<file path="config.mk">
export PLATFORM = sky130hd
export DESIGN_NAME = line_store
export DESIGN_NICKNAME = d
export VERILOG_FILES = /design/src/cache_pkg.sv /design/src/line_store.sv
export SDC_FILE = /design/constraint.sdc
export NUM_CORES = 2
export LEC_CHECK = 0
export BUFFER_PORTS_ARGS = -buffer_cell sky130_fd_sc_hd__buf_2
export CORE_ASPECT_RATIO = 2
export CORE_MARGIN = 3
export CORE_UTILIZATION = 55
export CTS_CLUSTER_SIZE = 20
export DETAILED_ROUTE_END_ITERATION = 16
export GPL_TIMING_DRIVEN = 0
export PLACE_DENSITY = 0.71
export SETUP_SLACK_MARGIN = 0.05
export SLEW_MARGIN = 0
export SYNTH_ARGS = -nofsm -noshare
export SYNTH_HDL_FRONTEND = slang
export SYNTH_SLANG_ARGS = --single-unit
</file>
<file path="constraint.sdc">
create_clock -name clk -period 5.15 [get_ports clk]
set_input_delay 0.2575 -clock clk [delete_from_list [all_inputs] [get_ports clk]]
set_output_delay 0.2575 -clock clk [all_outputs]
set_load 0.05 [all_outputs]
</file>
<file path="src/cache_pkg.sv">
package cache_pkg;

    // ####################
    // Main memory geometry
    // ####################

    localparam int mem_words     = 8192;
    localparam int mem_addr_bits = $clog2(mem_words);

    // ####################
    // Cache geometry
    // ####################

    localparam int words_per_line = 4;
    localparam int offset_bits    = $clog2(words_per_line);
    localparam int num_lines      = 16;
    localparam int index_bits     = $clog2(num_lines);
    localparam int tag_bits       = mem_addr_bits - index_bits - offset_bits;
    localparam int line_bits      = 32 * words_per_line;

    // Latencies are counted from the edge that first samples mem_req high.
    localparam int mem_read_delay  = 10;
    localparam int mem_write_delay = 8;

    localparam logic [31:0] mem_init_xor = 32'h5A00_0000;

    typedef enum logic [2:0] {
        st_idle,
        st_lookup,
        st_fill,
        st_write,
        st_ack
    } ctrl_state_t;

    // Power-up contents of the word at address addr.
    function automatic logic [31:0] mem_init_word(input logic [31:0] addr);
        return addr ^ mem_init_xor;
    endfunction

endpackage

</file>
<file path="src/line_store.sv">
`timescale 1ns/1ps

module line_store (
    input  logic                              clk,
    input  logic [cache_pkg::index_bits-1:0]  index,
    input  logic [cache_pkg::offset_bits-1:0] word_offset,
    input  logic                              line_fill,
    input  logic [cache_pkg::line_bits-1:0]   fill_line,
    input  logic                              word_write,
    input  logic [31:0]                       wdata,
    output logic [31:0]                       rd_word
);

    logic [cache_pkg::line_bits-1:0] lines [cache_pkg::num_lines];

    // A fill replaces the whole line. A write hit patches one word.
    always_ff @(posedge clk) begin
        if (line_fill) begin
            lines[index] <= fill_line;
        end else if (word_write) begin
            lines[index][word_offset*32 +: 32] <= wdata;
        end
    end

    // Word 0 sits in the low bits of the line.
    assign rd_word = lines[index][word_offset*32 +: 32];

endmodule

</file>
==> metrics.yaml <==
logic_synthesis:
  synth_top_area_share_pct: 77.4
  synth_top_area_cell: "edfxtp_1"
  synthCells: 3656
  synth_most_common_cell: "edfxtp_1"
  synthArstFlopShare_pct: 0
  syn-cell-area_um2: 79500
  synthTopCellsByArea: "edfxtp_1, mux4_2, mux2i_1"
  ys_seq_area_share_pct: 77.4
  ys_warn_count: 0
  synth-edff-count: 2048
  synthTopCellsByCount: "edfxtp_1, mux4_2, mux2i_1, a22o_1, nor2_1"
  synth.distinct_cells: 42
  synth-main-ff-cell: "edfxtp_1"
  ys_ff_latch: 2048
  synth_nets: 3830
  synth_area_per_cell_um2: 21.7
route:
  routed_via_density: 6.99
  vias: 43200
  drtAntennaViolNets: 0
  firstDrtPassIters: 6
  finalWirelength_um: 256000
  wl_per_cell_um: 41.5
  drc: 0
  drt_iter0_markers: 6412
die:
  core_um2: 143000
  dieArea_um2: 149000
  die_h_um: 544
  io_pins: 201
  initial_core_util_pct: 55.6
  fp.dieW_um: 275
  row_count: 196
cells_and_area:
  syn_to_final_growth_pct: 13.8
  reg.largest.list: "lines (2048)"
  fillers: 9572
  largest_reg_flops: 2048
  nets: 4305
  regMostFlops: "lines"
  drive_gt1_share_pct: 27.7
  final_util_pct: 63.3
global_route:
  grt_pass1_vias: 42300
  antenna_found_initial: 23
  grt.total_usage_pct: 34.8
  overflow: 0
  grt_pass1_wl_um: 344000
  grt_max_degree: 24
cts:
  tritoncts: "done"
  postCtsSetupBuffers: 0
  cts_buffer_depth: 3
  cts_hold_buffers: 0
  root_buffer: "clkbuf_16"
  cts_max_level: 4
  postCtsResizedCells: 0
  cts_made_buffers: 168
  cts.sinks: 2048
  clk_pin_slew_ns: 0.07
timing:
  setup_tns_ns: 0
  max-slew-margin-rel_pct: -6.91
  rsz0062_at_grt: "no"
  fin_ws_ns: 0.144
  max_freq_mhz: 200
  hold_viol: 0
  finalMaxSlewViolations: 19
  setup_violations: 0
  timing.final.crit_share_pct: 97.2
  period_needed_ns: 5.01
  worstMarginPinSlew_ns: 1.59
setup_path:
  cp_slowest_stage_delay_ns: 1.12
  cpMaxStageDelayCell: "clkbuf_1"
  crit_fanout: 10
  crit_path_cell_trace: "buf_2 > and2_1 > clkbuf_1 > clkbuf_1 > a22oi_1 > a22o_1 > a211oi_1 > buf_2"
  worstPathRequired_ns: 4.89
  endpoint_kind: "output pin"
  crit_path_start_kind: "input pin"
  worstSetupPathType: "in -> out"
  worstPathArrival_ns: 4.75
placed_design:
  gp_congestion: 1.02
  port_buffers: 196
  dp_slack_ns: 0.336
  hpwlAfterDp_um: 180000
flow_run:
  timing.max_cap.violations: 3
power_and_ir_drop:
  p_leak_nw: 28.8
  ir_drop_mv: 0.327
  power_density_nw_per_um2: 381
worst_hold_path:
  hold_class: "in -> reg"
run_status:
  violations: "max-capacitance violations, max-slew violations"
  status: "complete, but fails checks"
## path summary, 6_finish.rpt
kind	to	slack, ns	cells after the start	startpoint
worst max-delay path	rd_word[1]	0.14	8	index[3]
worst min-delay path	lines[9][21]	0.10	2	fill_line[21]
## power by group
group	switching [W]	total, W	internal (W)
combinational	0.00192	0.00273	0.000811
sequential	0.0000897	0.0189	0.0188
clock	0.00588	0.0129	0.00699
total	0.00789	0.0345	0.0266
## layout make-up
class | instances | area, um2 | area share (%)
flip-flops and latches | 2048 | 61500 | 68.0
diodes | 33 | 82.6 | 0.0913
multi-input cells | 1376 | 17200 | 19.0
repair buffers | 305 | 2600 | 2.88
plain buffers | 229 | 1280 | 1.41
clock inverters | 101 | 1000 | 1.11
clock buffers | 201 | 4410 | 4.88
well taps | 1881 | 2350 | 2.60
inverters | 3 | 11.3 | 0.0124
## placed cells by master, fill, tap and decap left out, types with 10 or more instances in the layout
master      count
a2111oi_0      12
nor2_4         56
a221oi_1       29
clkinv_1       31
diode_2        33
clkinv_2       28
buf_2         271
buf_1          10
nor2_1         31
mux4_2        384
mux2i_1       284
buf_12         49
mux2_2         36
buf_6          39
a22o_1        160
a22oi_1        63
buf_4          73
bufinv_16      17
a21oi_1        38
a211o_1        10
clkbuf_1      113
edfxtp_1     2048
clkinvlp_4     13
o221ai_1       56
nand2_1        24
a211oi_1       58
clkbuf_16     172
o22ai_1        76
## cell families (layout without fill, tap and decap cells)
logic type                 after synthesis  count (layout)  share of synthesized area [%]
DFF                                   2048            2048                           77.4
muxes                                  704             704                           15.0
AOI/OAI and AO/OA                      525             525                           5.18
buffers and inverters                  232             839                           1.62
and+or+nand+nor                        142             142                          0.789
adders and majority gates                5               5                         0.0787
other                                    0              33                              0
## per-stage QoR
stage / power (W) / hold WS [ns] / cell area (um2) / instances
final: 0.0345 / 0.103 / 90500 / 6177
after global routing: 0.0351 / 0.131 / 90400 / 6146
after CTS: 0.0344 / 0.0934 / 90400 / 6142
after detailed placement: 0.0219 / 0.959 / 84900 / 5840
after global placement: 0.0218 / 0.919 / 82800 / 5733
after floorplan: 0.0206 / 0.728 / 79500 / 3656
## metal layers
metal | share of wire [%] | global-route usage (%) | wire length, um
met1 | 30 | 39.3 | 77200
met2 | 48 | 54.7 | 122000
met3 | 12 | 9.87 | 29700
met4 | 11 | 28.9 | 27200
met5 | 0.17 | 1.91 | 425
## worst max-delay path: cells and delay by family
kind	cells	cell delay (ns)
compound gates	3	1.77
buf+inv	4	2.50
simple gates	1	0.19
Note: power is estimated with default switching activity, not from simulation.
