<file path="src/cache_pkg.sv">
package cache_pkg;

    // ####################
    // Main memory geometry
    // ####################

    localparam int mem_words     = 8192;
    localparam int mem_addr_bits = $clog2(mem_words);

    // ####################
    // Cache geometry
    // ####################

    localparam int words_per_line = 4;
    localparam int offset_bits    = $clog2(words_per_line);
    localparam int num_lines      = 16;
    localparam int index_bits     = $clog2(num_lines);
    localparam int tag_bits       = mem_addr_bits - index_bits - offset_bits;
    localparam int line_bits      = 32 * words_per_line;

    // Latencies are counted from the edge that first samples mem_req high.
    localparam int mem_read_delay  = 10;
    localparam int mem_write_delay = 8;

    localparam logic [31:0] mem_init_xor = 32'h5A00_0000;

    typedef enum logic [2:0] {
        st_idle,
        st_lookup,
        st_fill,
        st_write,
        st_ack
    } ctrl_state_t;

    // Power-up contents of the word at address addr.
    function automatic logic [31:0] mem_init_word(input logic [31:0] addr);
        return addr ^ mem_init_xor;
    endfunction

endpackage

</file>
<file path="src/tag_store.sv">
`timescale 1ns/1ps

module tag_store (
    input  logic                             clk,
    input  logic                             rst,
    input  logic [cache_pkg::index_bits-1:0] index,
    input  logic [cache_pkg::tag_bits-1:0]   tag,
    input  logic                             tag_write,
    output logic                             hit
);

    logic [cache_pkg::num_lines-1:0] valid;
    logic [cache_pkg::tag_bits-1:0]  tags [cache_pkg::num_lines];

    always_ff @(posedge clk or negedge rst) begin
        if (!rst) begin
            valid <= '0;
        end else if (tag_write) begin
            valid[index] <= 1'b1;
        end
    end

    // A fill writes the new tag of its line together with the valid bit.
    always_ff @(posedge clk) begin
        if (tag_write) begin
            tags[index] <= tag;
        end
    end

    assign hit = valid[index] && (tags[index] == tag);

endmodule

</file>
<file path="config.mk">
export PLATFORM = sky130hd
export DESIGN_NAME = tag_store
export DESIGN_NICKNAME = d
export VERILOG_FILES = /design/src/cache_pkg.sv /design/src/tag_store.sv
export SDC_FILE = /design/constraint.sdc
export NUM_CORES = 1
export LEC_CHECK = 0
export ABC_AREA = 1
export BUFFER_PORTS_ARGS = -buffer_cell sky130_fd_sc_hd__buf_2
export CELL_PAD_IN_SITES_DETAIL_PLACEMENT = 1
export CELL_PAD_IN_SITES_GLOBAL_PLACEMENT = 1
export CORE_UTILIZATION = 30
export DETAILED_ROUTE_END_ITERATION = 10
export PLACE_DENSITY = 0.59
export SLEW_MARGIN = 20
export SYNTH_ARGS = -nofsm -noshare
export SYNTH_HDL_FRONTEND = slang
export SYNTH_SLANG_ARGS = --single-unit
</file>
<file path="constraint.sdc">
create_clock -name clk -period 0.9 [get_ports clk]
set_input_delay 0 -clock clk [delete_from_list [all_inputs] [get_ports clk]]
set_output_delay 0 -clock clk [all_outputs]
set_load 0.005 [all_outputs]
</file>
==> flow_summary.yaml <==
routing:
  firstDrtPassIters: 4
  ant_nets: 0
  routed_wl_um: 14500
  drc: 0
  viasPerCell: 4.60
  vias: 3997
  wire_per_inst_um: 16.7
  drtIter0Drc: 173
floorplanning:
  start_util_pct: 30.8
  die_area_um2: 19000
  io-pin-count: 15
  die_h_um: 138
  fp.dieW_um: 138
  core_um2: 18000
  rows: 49
timing:
  period_minus_slack_ns: 1.84
  timing.hold.ws_ns: 0.0147
  fin_skew_ns: 0
  slew_violations: 0
  worst_slew_pin_slew_ns: 0.375
  hold_viol: 0
  max_slew_margin_pct: 75.0
  fmax_mhz: 542
  rsz0062_at_grt: "true"
  fin_ws_ns: -0.945
  finalSetupViolCount: 5
  post-route-period-util_pct: 205
synth:
  synthCells: 554
  synth_seq_area_share_pct: 67.9
  ys_ff_latch: 128
  syn_area_per_cell_um2: 10.0
  synth_fp_nets: 568
  yosysWarningCount: 0
  synth.distinct_cells: 20
  synth_area_um2: 5540
clock_network:
  cts_buffer_depth: 2
  cts_root_buffer: "clkbuf_16"
  cts_sinks: 128
  cts_tree: "built"
  htreeDepth: 4
  numCtsBuffers: 17
  clk_pin_slew_ns: 0.06
  clkLatencyLatePin_ns: 0.42
critical_path:
  setup.worst_path.end_class: "output port"
  reg2reg_depth: 1
  critPathKind: "reg2out"
  rr_endpoint: "valid[4]"
  timing.rr.start: "valid[4]"
  start_kind: "flop"
  reg2reg_slack_ns: 0.08
  critPathRequiredTime_ns: 0.90
  crit_fanout: 2
  arrival_ns: 1.84
power:
  p_sw_mw: 3.30
  leakagePower_nw: 3.06
  p_clk_share_pct: 45.6
  p_seq_share_pct: 45.7
  power_density_nw_per_um2: 2020
  p_sw_share_pct: 22.5
  ir_drop_mv: 0.899
  p_total_mw: 14.7
  pwr-share-comb_pct: 8.7
  internal_power_mw: 11.4
cells_and_area:
  regArea_um2: 3760
  nets: 640
  fillers: 2014
  mostFrequentLayoutCells: "nand2_1, edfxtp_1, buf_4"
  drive_above_1_share_pct: 22.8
  antenna_cells: 0
  multi_input_area_um2: 1760
  syn2layout_area_growth_pct: 31.1
  final_common_cell: "nand2_1"
flow_run:
  max_cap_violations: 0
run_status:
  status: "finished, violations left"
  violations: "negative setup slack"
grt:
  grt_overflow: 0
  grt_pass1_vias: 4368
  grt_pass1_wl_um: 23200
  grt_use_total_pct: 17.0
  antenna_found_initial: 0
  grt_max_degree: 36
placement:
  hpwl_um: 10100
  port-buffer-count: 14
  globalplace.congestion: 0.760
min_path:
  holdPathEnd: "tags[5][2]"
  min_path_type: "in2reg"
  hold_depth: 2
  min-delay-start: "tag[2]"
## power by group through the flow
stage / clock (mW) / combinational, mW / sequential, mW
finish: 6.68 / 1.28 / 6.70
global route: 7.03 / 1.42 / 6.71
CTS: 6.84 / 1.29 / 6.70
detailed placement: 0 / 1.23 / 6.82
global placement: 0 / 1.20 / 6.81
floorplan: 0 / 0.691 / 6.79
## cells by family (layout without fill, tap and decap cells)
kind of cell,Yosys count,count (layout),synth area share (%)
buf+inv,38,123,4.31
compound gates,24,24,2.44
simple gates,364,364,25.4
flops,128,128,67.9
## cell type report
class	instances	area share, %
clock buffers	25	7.56
clock inverters	7	0.585
inverters	19	1.03
multi-input cells	388	24.2
flip-flops and latches	128	51.8
well taps	229	3.94
repair buffers	72	10.9
## worst max path at each step
stage | from | end | slack [ns] | cells past startpoint
after floorplan | tags[7][5] | hit | -0.15 | 11
after global placement | index[0] | tags[10][1] | -0.66 | 5
after detailed placement | index[0] | tags[10][0] | -0.68 | 5
after CTS | tags[13][6] | hit | -0.98 | 12
after global routing | tags[11][0] | hit | -1.16 | 12
final | tags[13][6] | hit | -0.94 | 12
## Yosys cell counts, drive strengths merged
library cell / n / area, um2
nand2: 312 / 1170
o21ai: 12 / 60.1
clkbuf: 2 / 7.51
buf: 17 / 160
nand3: 5 / 25.0
edfxtp: 112 / 3360
inv: 18 / 67.6
a21oi: 6 / 30.0
nor2: 38 / 153
or2: 8 / 50.1
dfrtp: 16 / 400
o21bai: 6 / 45.0
nor3: 1 / 5.00
clkinv: 1 / 3.75
## worst max-delay path, cell delays in order (launching register included)
cell and delay [ns]:
edfxtp_1 0.37, nand2_1 0.08, nand2_1 0.05, nand2_1 0.07, nand2_1 0.05, nand2_1 0.07
nand2_2 0.07, o21bai_1 0.14, nand2_1 0.10, nor2_1 0.10, nand2_1 0.08, nor2_2 0.11
buf_2 0.13
## routing by layer
metal | global-route usage [%] | routed length (um) | vias to the layer above
li1 | - | - | 1938
met3 | 3.87 | 381 | 18
met2 | 30.5 | 7660 | 54
met4 | 6.28 | 232 | 0
met5 | 0 | 0 | -
met1 | 19.7 | 6200 | 1987
## flip-flops by register name, summed over array words and instances, names as in the netlist
register,count
valid,16
tags,112
## metrics by stage
stage          instance area [um2]  setup TNS (ns)  worst slack [ns]  utilization (%)  cells
2_1_floorplan                 5730           -4.62            -0.150                -    554
3_3_place_gp                  6470          -53.22            -0.660             35.9    823
3_5_place_dp                  6470          -54.69            -0.685             35.9    823
4_1_cts                       7230          -0.981            -0.981             40.1    867
5_1_grt                       7270           -1.38             -1.16             40.3    868
6_report                      7270          -0.954            -0.945             40.3    868
## repair_timing
| item | in CTS | in global routing |
|---|---|---|
| resized for setup | 8 | 4 |
| pin swaps | 15 | 11 |
| hold endpoints to repair | 29 | 0 |
| hold buffers | 5 | 0 |
| buffers inserted | 7 | 1 |
| setup endpoints to repair | 39 | 36 |
Note: power is estimated with default switching activity, not from simulation.
