[config.mk]
export PLATFORM = sky130hd
export DESIGN_NAME = cache_ctrl
export DESIGN_NICKNAME = d
export VERILOG_FILES = /design/src/cache_pkg.sv /design/src/cache_ctrl.sv
export SDC_FILE = /design/constraint.sdc
export NUM_CORES = 1
export LEC_CHECK = 0
export BUFFER_PORTS_ARGS = -buffer_cell sky130_fd_sc_hd__buf_2
export CAP_MARGIN = 25
export CORE_UTILIZATION = 25
export DETAILED_ROUTE_END_ITERATION = 8
export GPL_ROUTABILITY_DRIVEN = 0
export PLACE_DENSITY_LB_ADDON = 0.3
export SLEW_MARGIN = 20
export SYNTH_ARGS = -nofsm -noshare
export SYNTH_HDL_FRONTEND = slang
export SYNTH_SLANG_ARGS = --single-unit
[constraint.sdc]
create_clock -name clk -period 16.75 [get_ports clk]
set_clock_uncertainty 0.05 [all_clocks]
set_input_delay 3.35 -clock clk [delete_from_list [all_inputs] [get_ports clk]]
set_output_delay 3.35 -clock clk [all_outputs]
set_load 0.1 [all_outputs]
[src/cache_pkg.sv]
package cache_pkg;

    // ####################
    // Main memory geometry
    // ####################

    localparam int mem_words     = 8192;
    localparam int mem_addr_bits = $clog2(mem_words);

    // ####################
    // Cache geometry
    // ####################

    localparam int words_per_line = 4;
    localparam int offset_bits    = $clog2(words_per_line);
    localparam int num_lines      = 16;
    localparam int index_bits     = $clog2(num_lines);
    localparam int tag_bits       = mem_addr_bits - index_bits - offset_bits;
    localparam int line_bits      = 32 * words_per_line;

    // Latencies are counted from the edge that first samples mem_req high.
    localparam int mem_read_delay  = 10;
    localparam int mem_write_delay = 8;

    localparam logic [31:0] mem_init_xor = 32'h5A00_0000;

    typedef enum logic [2:0] {
        st_idle,
        st_lookup,
        st_fill,
        st_write,
        st_ack
    } ctrl_state_t;

    // Power-up contents of the word at address addr.
    function automatic logic [31:0] mem_init_word(input logic [31:0] addr);
        return addr ^ mem_init_xor;
    endfunction

endpackage

[src/cache_ctrl.sv]
`timescale 1ns/1ps

module cache_ctrl (
    input  logic                             clk,
    input  logic                             rst,
    input  logic                             cpu_req,
    input  logic                             cpu_we,
    input  logic [31:0]                      cpu_addr,
    input  logic [31:0]                      cpu_wdata,
    input  logic                             hit,
    input  logic                             mem_ready,
    output logic                             cpu_ack,
    output logic [cache_pkg::index_bits-1:0] index,
    output logic [cache_pkg::tag_bits-1:0]   tag,
    output logic                             tag_write,
    output logic                             line_fill,
    output logic                             word_write,
    output logic [cache_pkg::offset_bits-1:0] word_offset,
    output logic                             mem_req,
    output logic                             mem_we,
    output logic [31:0]                      mem_addr,
    output logic [31:0]                      mem_wdata
);

    cache_pkg::ctrl_state_t state;

    logic [31:0] addr_q;
    logic [31:0] wdata_q;
    logic        we_q;
    logic        fill_done;

    // The request is captured once and held until the transaction ends.
    always_ff @(posedge clk) begin
        if (state == cache_pkg::st_idle && cpu_req) begin
            addr_q  <= cpu_addr;
            wdata_q <= cpu_wdata;
            we_q    <= cpu_we;
        end
    end

    // The address splits into offset, index and tag. Bits above the memory size are dropped.
    assign word_offset = addr_q[cache_pkg::offset_bits-1:0];
    assign index       = addr_q[cache_pkg::offset_bits +: cache_pkg::index_bits];
    assign tag         = addr_q[cache_pkg::offset_bits + cache_pkg::index_bits +:
                                cache_pkg::tag_bits];

    // Reads fetch the whole aligned line. Writes go out as a single word.
    assign mem_we    = we_q;
    assign mem_wdata = wdata_q;
    assign mem_addr  = we_q ? addr_q :
                       {addr_q[31:cache_pkg::offset_bits], {cache_pkg::offset_bits{1'b0}}};

    assign fill_done  = (state == cache_pkg::st_fill) && mem_ready;
    assign line_fill  = fill_done;
    assign tag_write  = fill_done;
    assign word_write = (state == cache_pkg::st_write) && mem_ready && hit;

    always_ff @(posedge clk or negedge rst) begin
        if (!rst) begin
            state   <= cache_pkg::st_idle;
            cpu_ack <= 1'b0;
            mem_req <= 1'b0;
        end else begin
            case (state)
                cache_pkg::st_idle: begin
                    if (cpu_req) begin
                        state <= cache_pkg::st_lookup;
                    end
                end
                cache_pkg::st_lookup: begin
                    if (we_q) begin
                        mem_req <= 1'b1;
                        state   <= cache_pkg::st_write;
                    end else if (hit) begin
                        state <= cache_pkg::st_ack;
                    end else begin
                        mem_req <= 1'b1;
                        state   <= cache_pkg::st_fill;
                    end
                end
                // After the fill the lookup runs again and now hits.
                cache_pkg::st_fill: begin
                    if (mem_ready) begin
                        mem_req <= 1'b0;
                        state   <= cache_pkg::st_lookup;
                    end
                end
                cache_pkg::st_write: begin
                    if (mem_ready) begin
                        mem_req <= 1'b0;
                        state   <= cache_pkg::st_ack;
                    end
                end
                cache_pkg::st_ack: begin
                    if (cpu_req) begin
                        cpu_ack <= 1'b1;
                    end else begin
                        cpu_ack <= 1'b0;
                        state   <= cache_pkg::st_idle;
                    end
                end
                default: state <= cache_pkg::st_idle;
            endcase
        end
    end

    a_mem_req_held: assert property (@(posedge clk) disable iff (!rst)
        mem_req && !mem_ready |=> mem_req)
        else $error("error: mem_req dropped before mem_ready, mem_addr=%h", mem_addr);

    a_ack_needs_req: assert property (@(posedge clk) disable iff (!rst)
        $rose(cpu_ack) |-> $past(cpu_req))
        else $error("error: cpu_ack rose with cpu_req low, cpu_addr=%h", cpu_addr);

endmodule

==> flow_metrics.tcl <==
set metrics [dict create \
    ys_types 21 \
    setup_viol 0 \
    worstHoldPathType "reg2reg" \
    vias_per_cell 4.024 \
    drt-initial-drc-count 73 \
    dieArea_um2 9668 \
    rows 34 \
    crit_arrival_ns 4.21 \
    cp.required_ns 13.35 \
    drive_above_1_share 0.6513 \
    synth_edf_count 65 \
    synthFlopType "edfxtp_1" \
    syn-instance-count 105 \
    grt.overflow.total 0 \
    max_cap_viol_count 0 \
    syn_avg_cell_area_um2 22.09 \
    ios 153 \
    worst_setup_path_end_kind "output pin" \
    grt_pass1_vias 1446 \
    status "finished with violations" \
    area_growth_pct 44.23 \
    grt_first_pass_wirelength_um 7141 \
    yosys.area.top_type "edfxtp_1" \
    slew_headroom 0.4454 \
    seq_area_frac_synth 0.8954 \
    worstSetupPathType "in2out" \
    fmax_mhz 131.4 \
    worstPathMaxFanout 4 \
    clock_tree.buffer_depth 2 \
    synth-async-reset-ratio 0.07143 \
    initial_core_util 0.2622 \
    maxSlewViolCount 0 \
    cts_made_buffers 9 \
    coreArea_um2 8848 \
    cp-start-kind "primary input" \
    dp_hpwl_um 3413 \
    wire_per_inst_um 12.83 \
    clock_tree.root_cell "clkbuf_8" \
    num_vias 1485 \
    synth_area_leaders "edfxtp_1 84%, dfrtp_1 5.4%, buf_4 3.9%" \
    firstDrtPassIters 7 \
    period_needed_ns 7.613 \
    cts_tree "done" \
    insertion_delay_ns 0.34 \
    worst_pin_slew_ns 0.8319 \
    syn-num-nets 175 \
    num_antenna_cells 0 \
    netlist_area_um2 2320 \
    antenna_found_initial 0 \
    clkSlewWorstSetupHoldPaths_ns 0.07 \
    cts_sinks 70 \
    rsz0062_at_grt "false" \
    gr-usage-all-layers 0.09986 \
    holdBufCountCts 0 \
    ys_warn_count 0 \
    nNetsFinal 326 \
    synth-seq-cells 70 \
    synth_top_area_frac 0.8414 \
    hold_viol_final 0 \
    violations "design-rule violations" \
    yosys-top-cells-count "65 x edfxtp_1, 12 x buf_4, 5 x dfrtp_1" \
    routed_wl_um 4734 \
    portBuffers 152 \
    die_w_um 98.33 \
    grt_max_degree 66 \
    cts_setup_buffers 0 \
    cts_resized 0 \
    cts_max_level 3 \
    final.setup.tns_ns 0 \
    period_share 0.4545 \
    synth_most_common_cell "edfxtp_1" \
    final_antenna_net_count 0 \
    drc 14 \
    die_y_um 98.33 \
]
==> per-layer routing <==
metal,vias up,global-route usage,routed length (µm)
li1,693,-,-
met2,92,0.1544,2224
met4,0,0.07463,127
met3,10,0.03078,405
met5,-,0,0
met1,690,0.1171,1977
==> registers in the layout (all words and copies together) (netlist names) <==
signal,count
addr_q,32
mem_wdata,32
state,3
cpu_ack,1
mem_req,1
mem_we,1
==> path summary, 6_finish.rpt <==
check,from,depth (start not counted),slack [ns],endpoint
setup / recovery,mem_ready,4,9.14,tag_write
hold reg to reg,mem_req,2,0.47,mem_req
setup reg to reg,state[0],3,14.81,mem_wdata[26]
max in group asynchronous,rst,1,13.75,state[2]
hold / removal,mem_req,2,0.47,mem_req
min in group asynchronous,rst,1,2.76,state[0]
==> worst max-delay path, stage by stage <==
cell and delay, ns:
buf_2 0.12, nand2_1 0.07, nor3_1 0.20, buf_2 0.47
==> cells in the final DEF (no fill, tap or decap), drive strengths merged <==
| cell type | n |
|---|---|
| buf | 153 |
| edfxtp | 65 |
| clkbuf | 9 |
| dfrtp | 5 |
| clkinv | 4 |
| and2 | 2 |
| nand2b | 2 |
| nor2b | 2 |
| nor3b | 2 |
| a211oi | 2 |
| o21ai | 2 |
| bufinv | 2 |
| nand3 | 1 |
| nor2 | 1 |
| nand2 | 1 |
| nor3 | 1 |
| inv | 1 |
| a21o | 1 |
| o22ai | 1 |
| xnor2 | 1 |
| mux2 | 1 |
| a32o | 1 |
| clkinvlp | 1 |
==> area by class of cell <==
class                      count  area (µm²)
clock buffer                   9       123.9
clock inverter                 7       88.84
fill                         845        5503
inverter                       1       3.754
multi-input combinational     21       148.9
sequential                    70        2077
tap                          108       135.1
timing repair buffer         153       768.2
==> cells by family (layout without fill, tap and decap cells) <==
logic type                Yosys count  in the layout  synth area share
AOI/OAI and AO/OA                   7              7           0.02104
muxes                               1              1          0.004854
and+or+nand+nor                    12             12           0.03235
buffers and inverters              14            170           0.04261
xor gates and xnor gates            1              1          0.003776
DFF                                70             70            0.8954
==> through the flow <==
stage	setup WS, ns	hold WS (ns)	instance area, µm²	utilization	cells
after floorplan	7.301	0.4530	2320	-	105
after global placement	9.190	0.4432	3133	0.3541	353
after detailed placement	9.134	0.4678	3133	0.3541	353
after CTS	9.134	0.4832	3346	0.3781	369
after global routing	9.077	0.4997	3346	0.3781	369
final	9.137	0.4729	3346	0.3781	369
Power is left out: the tool's default activity adds up to more than one toggle a clock period on the data nets, which glitch-free logic cannot reach.
